$ cat src/pext_op_pkg.sv
// Packed-SIMD operation encodings
// Opcodes, result sources and compare kinds shared by decoder and datapath

package pext_op_pkg;

  // Upper four bits name the operation group, lower two the lane width
  // (0 = 8-bit, 1 = 16-bit, 2 = 32-bit)
  typedef enum logic [5:0] {
    OP_ADD8    = 6'h00, OP_ADD16    = 6'h01, OP_ADD32  = 6'h02,
    OP_SUB8    = 6'h04, OP_SUB16    = 6'h05, OP_SUB32  = 6'h06,
    OP_KADD8   = 6'h08, OP_KADD16   = 6'h09, OP_KADD32 = 6'h0a,
    OP_KSUB8   = 6'h0c, OP_KSUB16   = 6'h0d, OP_KSUB32 = 6'h0e,
    OP_UKADD8  = 6'h10, OP_UKADD16  = 6'h11,
    OP_UKSUB8  = 6'h14, OP_UKSUB16  = 6'h15,
    OP_RADD8   = 6'h18, OP_RADD16   = 6'h19,
    OP_URADD8  = 6'h1c, OP_URADD16  = 6'h1d,
    OP_RSUB8   = 6'h20, OP_RSUB16   = 6'h21,
    OP_CMPEQ8  = 6'h24, OP_CMPEQ16  = 6'h25,
    OP_SCMPLT8 = 6'h28, OP_SCMPLT16 = 6'h29,
    OP_UCMPLT8 = 6'h2c, OP_UCMPLT16 = 6'h2d,
    OP_SMIN8   = 6'h30, OP_SMIN16   = 6'h31,
    OP_SMAX8   = 6'h34, OP_SMAX16   = 6'h35,
    OP_UMIN8   = 6'h38, OP_UMIN16   = 6'h39,
    OP_UMAX8   = 6'h3c, OP_UMAX16   = 6'h3d
  } pext_op_e;

  // Which datapath output feeds the result register
  typedef enum logic [2:0] {
    RES_WRAP   = 3'd0,
    RES_SAT    = 3'd1,
    RES_HALVE  = 3'd2,
    RES_CMP    = 3'd3,
    RES_MINMAX = 3'd4
  } result_kind_e;

  typedef enum logic [1:0] {
    CMP_EQ  = 2'd0,
    CMP_LT  = 2'd1,
    CMP_MIN = 2'd2,
    CMP_MAX = 2'd3
  } cmp_kind_e;

endpackage

$ cat src/simd_lane_pkg.sv
// SIMD lane geometry
// Element widths, lane word types and saturation limits

package simd_lane_pkg;

  // Encoding matches the low two opcode bits
  typedef enum logic [1:0] {
    EW_8  = 2'd0,
    EW_16 = 2'd1,
    EW_32 = 2'd2
  } elem_width_e;

  typedef logic [31:0] lane_word_t;

  // Per byte: [7:0] sum byte, [8] carry out or lane sign
  typedef logic [3:0][8:0] lane_sum_t;

  // One flag per byte lane
  typedef logic [3:0] lane_flags_t;

  //////////////////////////////////////////////////
  // Saturation limits
  //////////////////////////////////////////////////
  localparam logic [7:0]  SAT_S8_MIN  = 8'h80;
  localparam logic [7:0]  SAT_S8_MAX  = 8'h7f;
  localparam logic [15:0] SAT_S16_MIN = 16'h8000;
  localparam logic [15:0] SAT_S16_MAX = 16'h7fff;
  localparam logic [31:0] SAT_S32_MIN = 32'h8000_0000;
  localparam logic [31:0] SAT_S32_MAX = 32'h7fff_ffff;
  localparam logic [7:0]  SAT_U8_MAX  = 8'hff;

endpackage

$ cat src/pext_op_decoder.sv
// Packed operation decoder
// Maps an opcode to lane width, signedness, subtract and result selection

module pext_op_decoder (
  input  pext_op_pkg::pext_op_e       op_i,
  output simd_lane_pkg::elem_width_e  width_o,
  output logic                        signed_ops_o,
  output logic                        subtract_o,
  output pext_op_pkg::result_kind_e   res_kind_o,
  output pext_op_pkg::cmp_kind_e      cmp_kind_o
);

  import pext_op_pkg::*;
  import simd_lane_pkg::*;

  // Width code sits in the low opcode bits
  assign width_o = elem_width_e'(op_i[1:0]);

  always_comb begin
    signed_ops_o = 1'b0;
    subtract_o   = 1'b0;
    res_kind_o   = RES_WRAP;
    cmp_kind_o   = CMP_EQ;

    unique case (op_i)
      OP_ADD8, OP_ADD16, OP_ADD32: begin
        res_kind_o = RES_WRAP;
      end
      OP_SUB8, OP_SUB16, OP_SUB32: begin
        subtract_o = 1'b1;
      end

      //////////////////////////////////////////////////
      // Saturating
      //////////////////////////////////////////////////
      OP_KADD8, OP_KADD16, OP_KADD32: begin
        signed_ops_o = 1'b1;
        res_kind_o   = RES_SAT;
      end
      OP_KSUB8, OP_KSUB16, OP_KSUB32: begin
        signed_ops_o = 1'b1;
        subtract_o   = 1'b1;
        res_kind_o   = RES_SAT;
      end
      OP_UKADD8, OP_UKADD16: begin
        res_kind_o = RES_SAT;
      end
      OP_UKSUB8, OP_UKSUB16: begin
        subtract_o = 1'b1;
        res_kind_o = RES_SAT;
      end

      // Halving
      OP_RADD8, OP_RADD16: begin
        signed_ops_o = 1'b1;
        res_kind_o   = RES_HALVE;
      end
      OP_URADD8, OP_URADD16: begin
        res_kind_o = RES_HALVE;
      end
      OP_RSUB8, OP_RSUB16: begin
        signed_ops_o = 1'b1;
        subtract_o   = 1'b1;
        res_kind_o   = RES_HALVE;
      end

      //////////////////////////////////////////////////
      // Compare and min/max, all on the A - B difference
      //////////////////////////////////////////////////
      OP_CMPEQ8, OP_CMPEQ16: begin
        subtract_o = 1'b1;
        res_kind_o = RES_CMP;
        cmp_kind_o = CMP_EQ;
      end
      OP_SCMPLT8, OP_SCMPLT16, OP_UCMPLT8, OP_UCMPLT16: begin
        signed_ops_o = (op_i == OP_SCMPLT8) || (op_i == OP_SCMPLT16);
        subtract_o   = 1'b1;
        res_kind_o   = RES_CMP;
        cmp_kind_o   = CMP_LT;
      end
      OP_SMIN8, OP_SMIN16, OP_UMIN8, OP_UMIN16: begin
        signed_ops_o = (op_i == OP_SMIN8) || (op_i == OP_SMIN16);
        subtract_o   = 1'b1;
        res_kind_o   = RES_MINMAX;
        cmp_kind_o   = CMP_MIN;
      end
      OP_SMAX8, OP_SMAX16, OP_UMAX8, OP_UMAX16: begin
        signed_ops_o = (op_i == OP_SMAX8) || (op_i == OP_SMAX16);
        subtract_o   = 1'b1;
        res_kind_o   = RES_MINMAX;
        cmp_kind_o   = CMP_MAX;
      end
      default: ;
    endcase
  end

endmodule

$ cat src/simd_lane_adder.sv
// Lane-segmented adder
// Four 9-bit byte adders whose carry chain breaks at lane boundaries

module simd_lane_adder (
  input  simd_lane_pkg::lane_word_t   operand_a_i,
  input  simd_lane_pkg::lane_word_t   operand_b_i,
  input  simd_lane_pkg::elem_width_e  width_i,
  input  logic                        signed_ops_i,
  input  logic                        subtract_i,
  output simd_lane_pkg::lane_sum_t    sums_o,
  output simd_lane_pkg::lane_word_t   wrap_result_o
);

  import simd_lane_pkg::*;

  lane_flags_t lane_start;
  lane_flags_t lane_top;

  // Bytes that begin and end a lane
  always_comb begin
    unique case (width_i)
      EW_8: begin
        lane_start = 4'b1111;
        lane_top   = 4'b1111;
      end
      EW_16: begin
        lane_start = 4'b0101;
        lane_top   = 4'b1010;
      end
      default: begin
        lane_start = 4'b0001;
        lane_top   = 4'b1000;
      end
    endcase
  end

  always_comb begin
    logic       carry;
    logic       cin;
    logic       ext_a;
    logic       ext_b;
    logic [7:0] b_byte;

    carry = 1'b0;
    for (int b = 0; b < 4; b++) begin
      b_byte = subtract_i ? ~operand_b_i[8*b +: 8] : operand_b_i[8*b +: 8];
      // Sign extend only at a lane top, so bit 8 there is the true sign
      ext_a  = lane_top[b] & signed_ops_i & operand_a_i[8*b+7];
      ext_b  = lane_top[b] & signed_ops_i & b_byte[7];
      // Two's complement +1 enters at the lane start
      cin    = lane_start[b] ? subtract_i : carry;
      sums_o[b] = {ext_a, operand_a_i[8*b +: 8]} + {ext_b, b_byte} + {8'h00, cin};
      carry  = sums_o[b][8];
    end
  end

  assign wrap_result_o = {sums_o[3][7:0], sums_o[2][7:0], sums_o[1][7:0], sums_o[0][7:0]};

endmodule

$ cat src/simd_saturate.sv
// Saturating and halving lane results
// Clamps overflowing lanes to package limits and forms the averaged lanes

module simd_saturate (
  input  simd_lane_pkg::lane_sum_t    sums_i,
  input  simd_lane_pkg::elem_width_e  width_i,
  input  logic                        signed_ops_i,
  input  logic                        subtract_i,
  output simd_lane_pkg::lane_word_t   sat_result_o,
  output simd_lane_pkg::lane_word_t   halve_result_o,
  output simd_lane_pkg::lane_flags_t  lane_ov_o
);

  import simd_lane_pkg::*;

  lane_word_t  wrap_word;
  lane_flags_t byte_ov;
  lane_flags_t top_bit;

  assign wrap_word = {sums_i[3][7:0], sums_i[2][7:0], sums_i[1][7:0], sums_i[0][7:0]};

  always_comb begin
    for (int b = 0; b < 4; b++) begin
      // Signed: sign and extra bit disagree. Unsigned: carry vs. borrow
      byte_ov[b] = signed_ops_i ? (sums_i[b][8] ^ sums_i[b][7]) : (sums_i[b][8] ^ subtract_i);
      // Unsigned subtract leaves an inverted borrow in bit 8
      top_bit[b] = sums_i[b][8] ^ (~signed_ops_i & subtract_i);
    end
  end

  // Spread the top-byte flag over the whole lane
  always_comb begin
    unique case (width_i)
      EW_8:    lane_ov_o = byte_ov;
      EW_16:   lane_ov_o = {{2{byte_ov[3]}}, {2{byte_ov[1]}}};
      default: lane_ov_o = {4{byte_ov[3]}};
    endcase
  end

  //////////////////////////////////////////////////
  // Clamp
  //////////////////////////////////////////////////
  always_comb begin
    sat_result_o = wrap_word;
    unique case (width_i)
      EW_8: begin
        for (int b = 0; b < 4; b++) begin
          if (lane_ov_o[b]) begin
            sat_result_o[8*b +: 8] = signed_ops_i ?
                (sums_i[b][8] ? SAT_S8_MIN : SAT_S8_MAX) :
                (subtract_i ? 8'h00 : SAT_U8_MAX);
          end
        end
      end
      EW_16: begin
        for (int h = 0; h < 2; h++) begin
          if (lane_ov_o[2*h+1]) begin
            sat_result_o[16*h +: 16] = signed_ops_i ?
                (sums_i[2*h+1][8] ? SAT_S16_MIN : SAT_S16_MAX) :
                (subtract_i ? 16'h0000 : {2{SAT_U8_MAX}});
          end
        end
      end
      default: begin
        if (lane_ov_o[3]) begin
          sat_result_o = signed_ops_i ? (sums_i[3][8] ? SAT_S32_MIN : SAT_S32_MAX) :
                                        (subtract_i ? 32'h0 : {4{SAT_U8_MAX}});
        end
      end
    endcase
  end

  // Halving drops the lane LSB, rounding toward minus infinity
  always_comb begin
    unique case (width_i)
      EW_8: begin
        for (int b = 0; b < 4; b++) begin
          halve_result_o[8*b +: 8] = {top_bit[b], sums_i[b][7:1]};
        end
      end
      EW_16: begin
        halve_result_o = {top_bit[3], sums_i[3][7:0], sums_i[2][7:1],
                          top_bit[1], sums_i[1][7:0], sums_i[0][7:1]};
      end
      default: halve_result_o = {top_bit[3], wrap_word[31:1]};
    endcase
  end

endmodule

$ cat src/simd_compare.sv
// Lane comparison and min/max
// Builds equal and less-than lane masks from the adder difference

module simd_compare (
  input  simd_lane_pkg::lane_word_t   operand_a_i,
  input  simd_lane_pkg::lane_word_t   operand_b_i,
  input  simd_lane_pkg::lane_sum_t    sums_i,
  input  simd_lane_pkg::elem_width_e  width_i,
  input  logic                        signed_ops_i,
  input  pext_op_pkg::cmp_kind_e      cmp_kind_i,
  output simd_lane_pkg::lane_word_t   cmp_result_o,
  output simd_lane_pkg::lane_word_t   minmax_result_o
);

  import simd_lane_pkg::*;
  import pext_op_pkg::*;

  lane_flags_t byte_zero;
  lane_flags_t byte_lt;
  lane_flags_t lane_eq;
  lane_flags_t lane_lt;
  lane_flags_t lane_mask;

  always_comb begin
    for (int b = 0; b < 4; b++) begin
      byte_zero[b] = (sums_i[b][7:0] == 8'h00);
      // Same sign: the difference cannot overflow, so its sign decides
      if (operand_a_i[8*b+7] == operand_b_i[8*b+7]) begin
        byte_lt[b] = sums_i[b][7];
      end else begin
        byte_lt[b] = operand_a_i[8*b+7] ^ ~signed_ops_i;
      end
    end
  end

  //////////////////////////////////////////////////
  // Combine bytes into lanes
  //////////////////////////////////////////////////
  always_comb begin
    unique case (width_i)
      EW_8: begin
        lane_eq = byte_zero;
        lane_lt = byte_lt;
      end
      EW_16: begin
        lane_eq = {{2{&byte_zero[3:2]}}, {2{&byte_zero[1:0]}}};
        lane_lt = {{2{byte_lt[3]}}, {2{byte_lt[1]}}};
      end
      default: begin
        lane_eq = {4{&byte_zero}};
        lane_lt = {4{byte_lt[3]}};
      end
    endcase
  end

  // For min/max a set bit picks operand A
  always_comb begin
    unique case (cmp_kind_i)
      CMP_EQ:  lane_mask = lane_eq;
      CMP_MAX: lane_mask = ~lane_lt;
      default: lane_mask = lane_lt;
    endcase
  end

  always_comb begin
    for (int b = 0; b < 4; b++) begin
      cmp_result_o[8*b +: 8]    = {8{lane_mask[b]}};
      minmax_result_o[8*b +: 8] = lane_mask[b] ? operand_a_i[8*b +: 8] : operand_b_i[8*b +: 8];
    end
  end

endmodule

$ cat src/simd_result_stage.sv
// Result select and output register
// Picks the datapath result by kind and registers it with valid and overflow

module simd_result_stage (
  input  logic                        clk_i,
  input  logic                        rst_n_i,
  input  logic                        op_valid_i,
  input  pext_op_pkg::result_kind_e   res_kind_i,
  input  simd_lane_pkg::lane_word_t   wrap_result_i,
  input  simd_lane_pkg::lane_word_t   sat_result_i,
  input  simd_lane_pkg::lane_word_t   halve_result_i,
  input  simd_lane_pkg::lane_word_t   cmp_result_i,
  input  simd_lane_pkg::lane_word_t   minmax_result_i,
  input  simd_lane_pkg::lane_flags_t  lane_ov_i,
  output simd_lane_pkg::lane_word_t   result_o,
  output logic                        valid_o,
  output logic                        set_ov_o
);

  import pext_op_pkg::*;
  import simd_lane_pkg::*;

  lane_word_t result_d;
  logic       set_ov_d;

  always_comb begin
    unique case (res_kind_i)
      RES_SAT:    result_d = sat_result_i;
      RES_HALVE:  result_d = halve_result_i;
      RES_CMP:    result_d = cmp_result_i;
      RES_MINMAX: result_d = minmax_result_i;
      default:    result_d = wrap_result_i;
    endcase
  end

  // Only saturating ops report overflow
  assign set_ov_d = (res_kind_i == RES_SAT) && (|lane_ov_i);

  always_ff @(posedge clk_i or negedge rst_n_i) begin
    if (!rst_n_i) begin
      result_o <= '0;
      valid_o  <= 1'b0;
      set_ov_o <= 1'b0;
    end else begin
      valid_o  <= op_valid_i;
      set_ov_o <= op_valid_i & set_ov_d;
      // Result holds through idle cycles
      if (op_valid_i) begin
        result_o <= result_d;
      end
    end
  end

endmodule

$ cat src/simd_alu_top.sv
// Packed-SIMD arithmetic unit
// One-stage pipeline for lane add/sub, saturate, halve, compare and min/max

module simd_alu_top (
  input  logic                       clk_i,
  input  logic                       rst_n_i,
  input  logic                       op_valid_i,
  input  pext_op_pkg::pext_op_e      op_i,
  input  simd_lane_pkg::lane_word_t  operand_a_i,
  input  simd_lane_pkg::lane_word_t  operand_b_i,
  output simd_lane_pkg::lane_word_t  result_o,
  output logic                       valid_o,
  output logic                       set_ov_o
);

  import pext_op_pkg::*;
  import simd_lane_pkg::*;

  elem_width_e  width;
  logic         signed_ops;
  logic         subtract;
  result_kind_e res_kind;
  cmp_kind_e    cmp_kind;

  lane_sum_t    sums;
  lane_word_t   wrap_result;
  lane_word_t   sat_result;
  lane_word_t   halve_result;
  lane_word_t   cmp_result;
  lane_word_t   minmax_result;
  lane_flags_t  lane_ov;

  pext_op_decoder pext_op_decoder_inst (
    .op_i         (op_i),
    .width_o      (width),
    .signed_ops_o (signed_ops),
    .subtract_o   (subtract),
    .res_kind_o   (res_kind),
    .cmp_kind_o   (cmp_kind)
  );

  //////////////////////////////////////////////////
  // Datapath
  //////////////////////////////////////////////////
  simd_lane_adder simd_lane_adder_inst (
    .operand_a_i   (operand_a_i),
    .operand_b_i   (operand_b_i),
    .width_i       (width),
    .signed_ops_i  (signed_ops),
    .subtract_i    (subtract),
    .sums_o        (sums),
    .wrap_result_o (wrap_result)
  );

  simd_saturate simd_saturate_inst (
    .sums_i         (sums),
    .width_i        (width),
    .signed_ops_i   (signed_ops),
    .subtract_i     (subtract),
    .sat_result_o   (sat_result),
    .halve_result_o (halve_result),
    .lane_ov_o      (lane_ov)
  );

  simd_compare simd_compare_inst (
    .operand_a_i     (operand_a_i),
    .operand_b_i     (operand_b_i),
    .sums_i          (sums),
    .width_i         (width),
    .signed_ops_i    (signed_ops),
    .cmp_kind_i      (cmp_kind),
    .cmp_result_o    (cmp_result),
    .minmax_result_o (minmax_result)
  );

  simd_result_stage simd_result_stage_inst (
    .clk_i           (clk_i),
    .rst_n_i         (rst_n_i),
    .op_valid_i      (op_valid_i),
    .res_kind_i      (res_kind),
    .wrap_result_i   (wrap_result),
    .sat_result_i    (sat_result),
    .halve_result_i  (halve_result),
    .cmp_result_i    (cmp_result),
    .minmax_result_i (minmax_result),
    .lane_ov_i       (lane_ov),
    .result_o        (result_o),
    .valid_o         (valid_o),
    .set_ov_o        (set_ov_o)
  );

endmodule

$ cat config.mk
export PLATFORM = sky130hd
export DESIGN_NAME = simd_alu_top
export DESIGN_NICKNAME = d
export VERILOG_FILES = /design/src/pext_op_pkg.sv /design/src/simd_lane_pkg.sv /design/src/pext_op_decoder.sv /design/src/simd_lane_adder.sv /design/src/simd_saturate.sv /design/src/simd_compare.sv /design/src/simd_result_stage.sv /design/src/simd_alu_top.sv
export SDC_FILE = /design/constraint.sdc
export NUM_CORES = 1
export LEC_CHECK = 0
export BUFFER_PORTS_ARGS = -buffer_cell sky130_fd_sc_hd__buf_4
export CAP_MARGIN = 25
export CELL_PAD_IN_SITES_DETAIL_PLACEMENT = 0
export CELL_PAD_IN_SITES_GLOBAL_PLACEMENT = 2
export CORE_MARGIN = 5
export CORE_UTILIZATION = 33
export CTS_BUF_LIST = sky130_fd_sc_hd__clkbuf_4 sky130_fd_sc_hd__clkbuf_8 sky130_fd_sc_hd__clkbuf_16
export DETAILED_ROUTE_END_ITERATION = 8
export GPL_ROUTABILITY_DRIVEN = 0
export GPL_TIMING_DRIVEN = 1
export PLACE_DENSITY = 0.89
export SYNTH_ARGS = -nofsm -noshare
export SYNTH_HDL_FRONTEND = slang
export SYNTH_SLANG_ARGS = --single-unit
export TNS_END_PERCENT = 50
$ cat constraint.sdc
create_clock -name clk_i -period 1.4 [get_ports clk_i]
set_clock_uncertainty 0.2 [all_clocks]
set_input_delay 0.21 -clock clk_i [delete_from_list [all_inputs] [get_ports clk_i]]
set_output_delay 0.21 -clock clk_i [all_outputs]
set_load 0.01 [all_outputs]
==> results.json, run 1 <==
{
  "syn-num-nets": 847,
  "cts_buffers": 5,
  "dr_wl_met2_um": 11750,
  "grt_pass1_wl_um": 37990,
  "topRoutingLayerUsed": "met4",
  "wire_per_inst_um": 17.67,
  "dr.pass1.iters": 5,
  "antenna_found_initial": 0,
  "postLayoutSetupSlackWorst_ns": -6.882,
  "syn2layout_area_growth_pct": 67.67,
  "dp_hpwl_um": 18640,
  "worstPathMaxFanout": 6,
  "multi_input_comb_area_um2": 4956,
  "seq_area_frac_synth_pct": 14.87,
  "num-nets-final": 1246,
  "io_pins": 107,
  "arrival_ns": 8.28,
  "first_iter_violations": 413,
  "holdWs_ns": 0.02477,
  "vias": 7361,
  "coreArea_um2": 17180,
  "setup_viol": 33,
  "worstRegToRegCells": 4,
  "startpoint_type": "input port",
  "worst_pin_slew_ns": 0.5500,
  "antennaDiodeCount": 0,
  "synth_cell_types": 87,
  "rsz0062_at_grt": "yes",
  "start_util_pct": 33.32,
  "final_layout_size_suffix_gt1_share_pct": 47.01,
  "maxCapViolCount": 0,
  "period_share_pct": 591.5,
  "cts_sinks": 34,
  "crit_top_cell": "fa_2",
  "vdd_drop_max_uv": 609.9,
  "final_cells": 1361,
  "met3_wirelength_um": 1193,
  "power_leakage_nw": 4.401,
  "violations": "setup timing",
  "min_path_type": "input port to flop",
  "grt_max_degree": 35,
  "period_minus_slack_ns": 8.282,
  "critPathCaptureType": "flop",
  "ys_warn_count": 0,
  "die_w_um": 141.7,
  "min_delay_path_depth": 3,
  "via_per_inst": 5.409,
  "worstPathRequired_ns": 1.40,
  "clk_root_buffer_cell": "clkbuf_16",
  "cts_tree": "yes",
  "dpl.cell_count": 1305,
  "worstReg2RegEnd": "simd_result_stage_inst.result_o[7]",
  "total_power_w": 0.009983,
  "postSynthCellCount": 736,
  "timing.rr.start": "simd_result_stage_inst.result_o[7]",
  "m1WireLength_um": 10330,
  "reg2reg_setup_slack_ns": 0.07,
  "clk_pin_slew_worst_paths_ns": 0.06,
  "final-seq-area_um2": 850.8,
  "cp_slowest_cell": "o41ai_4",
  "crit_type": "input port to flop",
  "fp-row-count": 48,
  "synth-async-reset-ratio_pct": 100.0,
  "final-hold-violation-count": 0,
  "fin_util_pct": 55.86,
  "clk_path_buf_depth": 2,
  "die_area_um2": 20080,
  "outcome": "finished with violations",
  "crit_path_max_incr_delay_ns": 0.45,
  "dieHeight_um": 141.7,
  "grt_pass1_vias": 7497,
  "drt_wl_total_um": 24050,
  "ant_nets": 0,
  "slew_headroom_pct": 63.25,
  "yosys_register_bits": 34,
  "synth-main-ff-cell": "dfrtp_1",
  "drv_slew": 0,
  "avgSynthCellArea_um2": 7.776,
  "track_usage_pct": 23.34,
  "cellPowerDensity_nw_per_um2": 1040,
  "worstHoldStart": "operand_a_i[8]",
  "grt.overflow.total": 0,
  "io_buffers": 106,
  "synth_area_um2": 5723,
  "post-route-drc-count": 0,
  "htreeDepth": 2,
  "dp_slack_ns": -7.568,
  "fillers": 1646,
  "synth_edf_count": 0,
  "holdPathEnd": "simd_result_stage_inst.result_o[8]",
  "clk_latency_ns": 0.29,
  "max_freq_ghz": 0.1208
}
-- Yosys cell counts (all sizes together) (5+ instances only) --
master,instances,share of area [%]
a211oi,17,2.5
a21o,10,1.4
a21oi,61,5.5
a221oi,9,1.5
a22oi,12,1.7
a31oi,21,2.3
and3,5,0.59
buf,16,1.8
clkbuf,21,2.1
dfrtp,34,15
fa,7,2.4
ha,31,6.8
inv,16,1.0
mux2,11,2.3
mux2i,24,4.2
nand2,84,5.6
nand2b,15,1.6
nand3,10,0.87
nor2,52,3.4
nor2b,5,0.55
nor3,17,1.9
nor3b,6,0.79
nor4,7,1.0
o211ai,12,1.6
o21a,10,1.3
o21ai,51,4.6
o221a,6,1.2
o221ai,7,1.1
o22ai,17,1.9
or3,9,0.98
xnor2,54,8.4
xor2,20,3.1
-- area by class of cell --
cell class                      instances  share of cell area, %
Clock inverter                          2                 0.6259
Sequential cell                        34                  8.867
Clock buffer                            6                  1.447
Timing Repair Buffer                  429                  33.85
Tap cell                              225                  2.934
Multi-Input combinational cell        649                  51.65
Inverter                               16                 0.6259
-- state kept, by name, summed over array words and instances (netlist names) --
signal,count
simd_result_stage_inst.valid_o,1
simd_result_stage_inst.result_o,32
simd_result_stage_inst.set_ov_o,1
-- worst max-delay path by stage --
stage	startpoint	endpoint	slack (ns)	cells after the start
final	op_i[0]	simd_result_stage_inst.result_o[15]	-6.88	38
after global routing	op_i[0]	simd_result_stage_inst.result_o[0]	-7.30	37
after CTS	op_i[0]	simd_result_stage_inst.result_o[0]	-6.90	37
after detailed placement	op_i[4]	simd_result_stage_inst.result_o[0]	-7.57	37
after global placement	op_i[4]	simd_result_stage_inst.result_o[6]	-7.35	38
after floorplan	op_i[3]	simd_result_stage_inst.result_o[23]	-7.81	37
-- where the power goes --
part	switching [W]	leakage, nW	internal (W)
logic	0.00335	3.91	0.00370
clock network	0.000467	0.0971	0.00107
registers	0.000176	0.392	0.00122
total	0.00399	4.40	0.00599
-- cell usage in the layout, fill, tap and decap left out, drive strengths merged, types with 11 or more instances in the layout --
cell type / n
nand2b: 15
a21oi: 61
o22ai: 17
buf: 427
ha: 31
o211ai: 12
a22oi: 12
mux2i: 24
nor3: 17
inv: 16
xnor2: 54
nand2: 84
o21ai: 51
mux2: 11
nor2: 52
a31oi: 21
dfrtp: 34
xor2: 20
a211oi: 17
-- timing repair --
| item | 4_1_cts | 5_1_grt |
|---|---|---|
| pin swaps | 39 | 11 |
| endpoints found under the hold margin | 35 | 0 |
| setup endpoints to repair | 33 | 33 |
| setup buffers | 42 | 5 |
| hold buffers | 2 | 0 |
| gates resized for setup | 43 | 8 |
-- kinds of logic after synthesis --
group / share of synthesized area [%]
buf+inv: 4.985
compound gates: 32.66
xor+xnor: 11.46
simple gates: 20.14
fa+ha+maj: 9.401
flops: 14.87
mux: 6.493
-- per-stage QoR --
stage / TNS [ns] / area (um^2)
global route: -237.41 / 9595
global placement: -240.64 / 8803
finish: -224.18 / 9595
CTS: -224.23 / 9532
detailed placement: -247.20 / 8803
floorplan: -246.15 / 5928
-- layer usage --
layer	GRT usage [%]	vias up
met5	0	-
met4	7.929	0
met3	3.168	54
met2	41.09	245
met1	29.25	3488
li1	-	3574
-- worst max-delay path: cells and delay by family --
family	cells	cell delay, ns
AOI/OAI and AO/OA	23	4.18
adders and majority gates	7	2.68
buffers and inverters	3	0.48
and+or+nand+nor	3	0.47
xor gates and xnor gates	2	0.27
(Power assumes the default switching activity.)
==> run 2: changes to the inputs <==
Settings changed: CORE_ASPECT_RATIO from default to 0.5.
==> results.json, run 2 (same netlist as run 1, synthesis figures left out) <==
{
  "outcome": "finished with violations",
  "violations": "setup timing",
  "worstPathRequired_ns": 1.42,
  "power_leakage_nw": 4.256,
  "htreeDepth": 2,
  "vdd_drop_max_uv": 509.4,
  "postLayoutSetupSlackWorst_ns": -7.023,
  "m1WireLength_um": 11230,
  "antennaDiodeCount": 0,
  "start_util_pct": 33.30,
  "holdPathEnd": "simd_result_stage_inst.result_o[8]",
  "io_buffers": 106,
  "crit_type": "input port to flop",
  "ant_nets": 0,
  "final-hold-violation-count": 0,
  "die_area_um2": 20240,
  "slew_headroom_pct": 50.46,
  "grt_max_degree": 35,
  "reg2reg_setup_slack_ns": 0.11,
  "first_iter_violations": 552,
  "fp-row-count": 34,
  "setup_viol": 33,
  "met3_wirelength_um": 1465,
  "drv_slew": 0,
  "crit_top_cell": "fa_2",
  "io_pins": 107,
  "worstPathMaxFanout": 8,
  "drt_wl_total_um": 24330,
  "via_per_inst": 5.512,
  "critPathCaptureType": "flop",
  "final_cells": 1339,
  "crit_start": "op_i[4]",
  "wire_per_inst_um": 18.17,
  "grt_pass1_vias": 7234,
  "dp_slack_ns": -7.660,
  "clk_latency_ns": 0.29,
  "worst_pin_slew_ns": 0.7416,
  "layout_commonest_cell": "buf_4",
  "cts_buffers": 5,
  "dr.pass1.iters": 4,
  "crit_path_max_incr_delay_ns": 0.41,
  "cp_slowest_cell": "fa_2",
  "period_share_pct": 601.7,
  "dp_hpwl_um": 19000,
  "clk_pin_slew_worst_paths_ns": 0.06,
  "rsz0062_at_grt": "yes",
  "dr_wl_met2_um": 11180,
  "worstReg2RegEnd": "simd_result_stage_inst.result_o[7]",
  "total_power_w": 0.009471,
  "final_cell_mix": "buf_4 (387), nand2_1 (81), a21oi_1 (51)",
  "num-nets-final": 1215,
  "arrival_ns": 8.44,
  "maxCapViolCount": 0,
  "period_minus_slack_ns": 8.423,
  "syn2layout_area_growth_pct": 63.64,
  "cellPowerDensity_nw_per_um2": 1011,
  "antenna_found_initial": 0,
  "vias": 7381,
  "max_freq_ghz": 0.1187,
  "grt.overflow.total": 0,
  "cts_tree": "yes",
  "post-route-drc-count": 0,
  "worstHoldStart": "operand_a_i[8]",
  "worstRegToRegCells": 4,
  "track_usage_pct": 23.34,
  "top_register": "simd_result_stage_inst.result_o",
  "dpl.cell_count": 1291,
  "clk_root_buffer_cell": "clkbuf_16",
  "largest_reg_flops": 32,
  "coreArea_um2": 17190,
  "min_path_type": "input port to flop",
  "largestRegisters": "simd_result_stage_inst.result_o x32, simd_result_stage_inst.set_ov_o x1, simd_result_stage_inst.valid_o x1",
  "die_w_um": 196.2,
  "cts_sinks": 34,
  "dieHeight_um": 103.1,
  "startpoint_type": "input port",
  "min_delay_path_depth": 3,
  "final_layout_size_suffix_gt1_share_pct": 45.61,
  "clk_path_buf_depth": 2,
  "timing.rr.start": "simd_result_stage_inst.result_o[7]",
  "topRoutingLayerUsed": "met4",
  "grt_pass1_wl_um": 37950
}
## run 2: changes by cell type in the layout (fill, tap and decap cells not counted), moves of 3 or more
cell     change
buf_4       -34
nand2_2      -3
nor3_2       -3
o21ai_0      +3
o21ai_2      -3
## run 2: stage by stage
step                      utilization [%]  instance area (um^2)  TNS, ns  hold slack, ns
after floorplan                         -                  5928  -246.15         -0.2856
after global placement              50.43                  8667  -241.31        0.005268
after detailed placement            50.43                  8667  -248.18         0.01072
after CTS                           53.34                  9168  -226.85        0.004621
after global routing                54.49                  9365  -238.51         0.02925
final                               54.49                  9365  -226.21        0.004481
## run 2: worst max-delay path by stage
stage	to	cells past startpoint
CTS	simd_result_stage_inst.result_o[5]	37
floorplan	simd_result_stage_inst.result_o[23]	37
global placement	simd_result_stage_inst.result_o[2]	37
finish	simd_result_stage_inst.result_o[5]	37
detailed placement	simd_result_stage_inst.result_o[5]	37
global route	simd_result_stage_inst.result_o[1]	38
## run 2: worst max-delay path: cells and delay by family
kind | cells | cell delay [ns]
AND/OR/NAND/NOR | 7 | 1.31
AO/OA/AOI/OAI | 19 | 3.51
buffers and inverters | 2 | 0.24
XOR/XNOR | 1 | 0.16
multiplexers | 1 | 0.35
adder cells (fa/ha/maj) | 7 | 2.65
## run 2: timing repair
item / 4_1_cts / 5_1_grt
pin swaps: 25 / 14
hold buffers: 1 / 0
gates resized for setup: 21 / 29
setup buffers: 39 / 8
endpoints found under the hold margin: 34 / 0
endpoints found under the setup margin: 33 / 33
## run 2: per-layer routing
metal	global-route usage, %	vias up
li1	-	3508
met1	32.19	3583
met2	39.07	254
met3	3.363	36
met4	5.630	0
met5	0	-
## run 2: power breakdown
part           switching (W)  internal (W)
combinational        0.00333       0.00354
sequential          0.000171       0.00122
clock               0.000489      0.000727
total                0.00399       0.00548
## run 2: area by class of cell
type	count	area (um^2)
flip-flops and latches	34	850.8
repair buffers	398	3049
multi-input cells	649	4961
clock buffers	7	146.4
inverters	16	60.06
fillers	1619	7821
clock inverters	1	5.005
well taps	234	292.8
==> run 3: changes to the inputs <==
Settings changed: ABC_AREA from default to 1, CORE_UTILIZATION 33 to 30, PLACE_DENSITY 0.89 to 0.91.
==> results.json, run 3 <==
{
  "ant_nets": 0,
  "avgSynthCellArea_um2": 5.538,
  "worstPathRequired_ns": 1.39,
  "synth_area_um2": 6402,
  "die_area_um2": 24540,
  "antennaDiodeCount": 0,
  "largestRegisters": "simd_result_stage_inst.result_o x32, simd_result_stage_inst.set_ov_o x1, simd_result_stage_inst.valid_o x1",
  "layout_commonest_cell": "buf_4",
  "via_per_inst": 4.917,
  "max_freq_ghz": 0.1225,
  "worst_pin_slew_ns": 0.4908,
  "top_register": "simd_result_stage_inst.result_o",
  "synth_top_family_by_area": "simple AND/OR/NAND/NOR gates",
  "drv_slew": 0,
  "dp_slack_ns": -7.395,
  "grt.overflow.total": 0,
  "grt_pass1_wl_um": 43940,
  "reg2reg_setup_slack_ns": 0.51,
  "clk_root_buffer_cell": "clkbuf_16",
  "final_layout_size_suffix_gt1_share_pct": 36.48,
  "dr.pass1.iters": 6,
  "fin_util_pct": 51.22,
  "grt_max_degree": 46,
  "worstPathMaxFanout": 8,
  "crit_top_cell": "buf_4",
  "outcome": "finished with violations",
  "antenna_found_initial": 0,
  "synth.area.top_cells": "nand2_1 (24%), dfrtp_1 (13%), nand3_1 (10%)",
  "violations": "setup timing",
  "rsz0062_at_grt": "yes",
  "critPathCaptureType": "flop",
  "syn-num-nets": 1267,
  "grt_pass1_vias": 8643,
  "synth_top_area_share_pct": 24.15,
  "yosys.area_share.simple_pct": 47.98,
  "yosys-top-cells-count": "nand2_1 (412), inv_1 (165), nand3_1 (131), a21oi_1 (78), nor2_1 (64)",
  "fp-row-count": 37,
  "startpoint_type": "input port",
  "maxCapViolCount": 0,
  "die_w_um": 216.6,
  "placed_area_um2": 9445,
  "coreArea_um2": 20740,
  "crit_path_max_incr_delay_ns": 0.36,
  "syn2layout_area_growth_pct": 65.94,
  "dieHeight_um": 113.3,
  "num-nets-final": 1648,
  "cts_buffers": 5,
  "wire_per_inst_um": 15.35,
  "cts_sinks": 34,
  "clk_path_buf_depth": 2,
  "synth_cell_types": 41,
  "first_iter_violations": 673,
  "period_minus_slack_ns": 8.162,
  "synth-async-reset-ratio_pct": 100.0,
  "cp_slowest_cell": "ha_1",
  "io_pins": 107,
  "power_leakage_nw": 5.917,
  "ys_warn_count": 0,
  "final-hold-violation-count": 0,
  "clk_pin_slew_worst_paths_ns": 0.06,
  "setup_viol": 33,
  "synth_fa_ha_area_share_pct": 8.247,
  "post-route-drc-count": 0,
  "vdd_drop_max_uv": 492.3,
  "period_share_pct": 583.0,
  "synthXorXnorAreaFrac_pct": 6.430,
  "clk_latency_ns": 0.29,
  "drt_wl_total_um": 27800,
  "vias": 8905,
  "synth_edf_count": 0,
  "synthMuxAreaShare_pct": 0,
  "crit_type": "input port to flop",
  "synth-main-ff-cell": "dfrtp_1",
  "postSynthCellCount": 1156,
  "seq_area_frac_synth_pct": 13.29,
  "cts_tree": "yes",
  "slew_headroom_pct": 67.28,
  "arrival_ns": 8.15,
  "track_usage_pct": 21.87,
  "largest_reg_flops": 32,
  "dp_hpwl_um": 20680,
  "start_util_pct": 30.87,
  "holdWs_ns": 0.1042,
  "postLayoutSetupSlackWorst_ns": -6.762,
  "yosysMostFrequentCell": "nand2_1",
  "io_buffers": 106,
  "yosys_register_bits": 34,
  "final_cell_mix": "buf_4 (378), nand2_1 (366), inv_1 (154)",
  "min_path_type": "input port to flop",
  "fin_area_um2": 10620,
  "cellPowerDensity_nw_per_um2": 1093,
  "htreeDepth": 2,
  "synth_area_leader_cell": "nand2_1",
  "synth_compound_area_share_pct": 11.92
}
[run 3: cell count changes after synthesis, sizes merged, moves of 18 or more]
cell / previous run / this run
nand2: 84 / 425
mux2i: 24 / 0
nand4: 4 / 25
a31oi: 21 / 3
xnor2: 54 / 2
nand3b: 3 / 23
inv: 16 / 173
nand3: 10 / 140
xor2: 20 / 45
[run 3: final timing paths]
check                                                    startpoint                                  end  depth (start not counted)
worst min register to register   simd_result_stage_inst.result_o[9]   simd_result_stage_inst.result_o[9]                          2
min in group asynchronous                                   rst_n_i   simd_result_stage_inst.result_o[4]                          2
worst min-delay path                                     op_valid_i   simd_result_stage_inst.result_o[7]                          5
max in group asynchronous                                   rst_n_i  simd_result_stage_inst.result_o[28]                          3
worst max-delay path                                        op_i[3]   simd_result_stage_inst.result_o[6]                         69
worst max register to register  simd_result_stage_inst.result_o[15]  simd_result_stage_inst.result_o[15]                          2
[run 3: repair_timing]
action                                 in CTS  in global routing
buffers inserted                           56                 14
resized for setup                          39                 71
cloned                                      3                  1
endpoints found under the hold margin      35                  0
pin swaps                                  51                 51
hold buffers                                2                  0
setup endpoints to repair                  33                 33
[run 3: logic make-up after synthesis]
group,Yosys count
AO/OA/AOI/OAI,142
adder cells (fa/ha/maj),38
flip-flops,34
AND/OR/NAND/NOR,693
buffers and inverters,202
XOR/XNOR,47
[run 3: layout make-up]
type,count,area [um^2]
Fill cell,2056,10120
Clock inverter,3,45.04
Sequential cell,34,850.8
Multi-Input combinational cell,924,5430
Inverter,173,668.1
Timing Repair Buffer,399,3163
Clock buffer,5,125.1
Tap cell,273,341.6
[run 3: critical path, delay by kind of cell]
family | cells | cell delay, ns
buffers and inverters | 44 | 5.33
AND/OR/NAND/NOR | 23 | 2.05
adder cells (fa/ha/maj) | 1 | 0.36
XOR/XNOR | 1 | 0.18
[run 3: per-stage QoR]
| step | TNS (ns) | power (W) | std cells |
|---|---|---|---|
| 2_1_floorplan | -212.32 | 0.005465 | 1156 |
| 3_3_place_gp | -231.88 | 0.008943 | 1728 |
| 3_5_place_dp | -241.41 | 0.009019 | 1728 |
| 4_1_cts | -216.78 | 0.01121 | 1797 |
| 5_1_grt | -235.37 | 0.01262 | 1811 |
| 6_report | -220.52 | 0.01161 | 1811 |
[run 3: power by group]
group          leakage [nW]  switching (W)  internal [W]
logic                  5.42        0.00456       0.00422
clock network        0.0760       0.000538      0.000842
registers             0.416       0.000195       0.00125
total                  5.92        0.00530       0.00631
[run 3: layer usage]
| layer | wire, um | GRT usage [%] |
|---|---|---|
| met5 | 0 | 0 |
| met1 | 13160 | 30.75 |
| met4 | 425 | 4.149 |
| met2 | 12350 | 35.90 |
| met3 | 1864 | 3.448 |
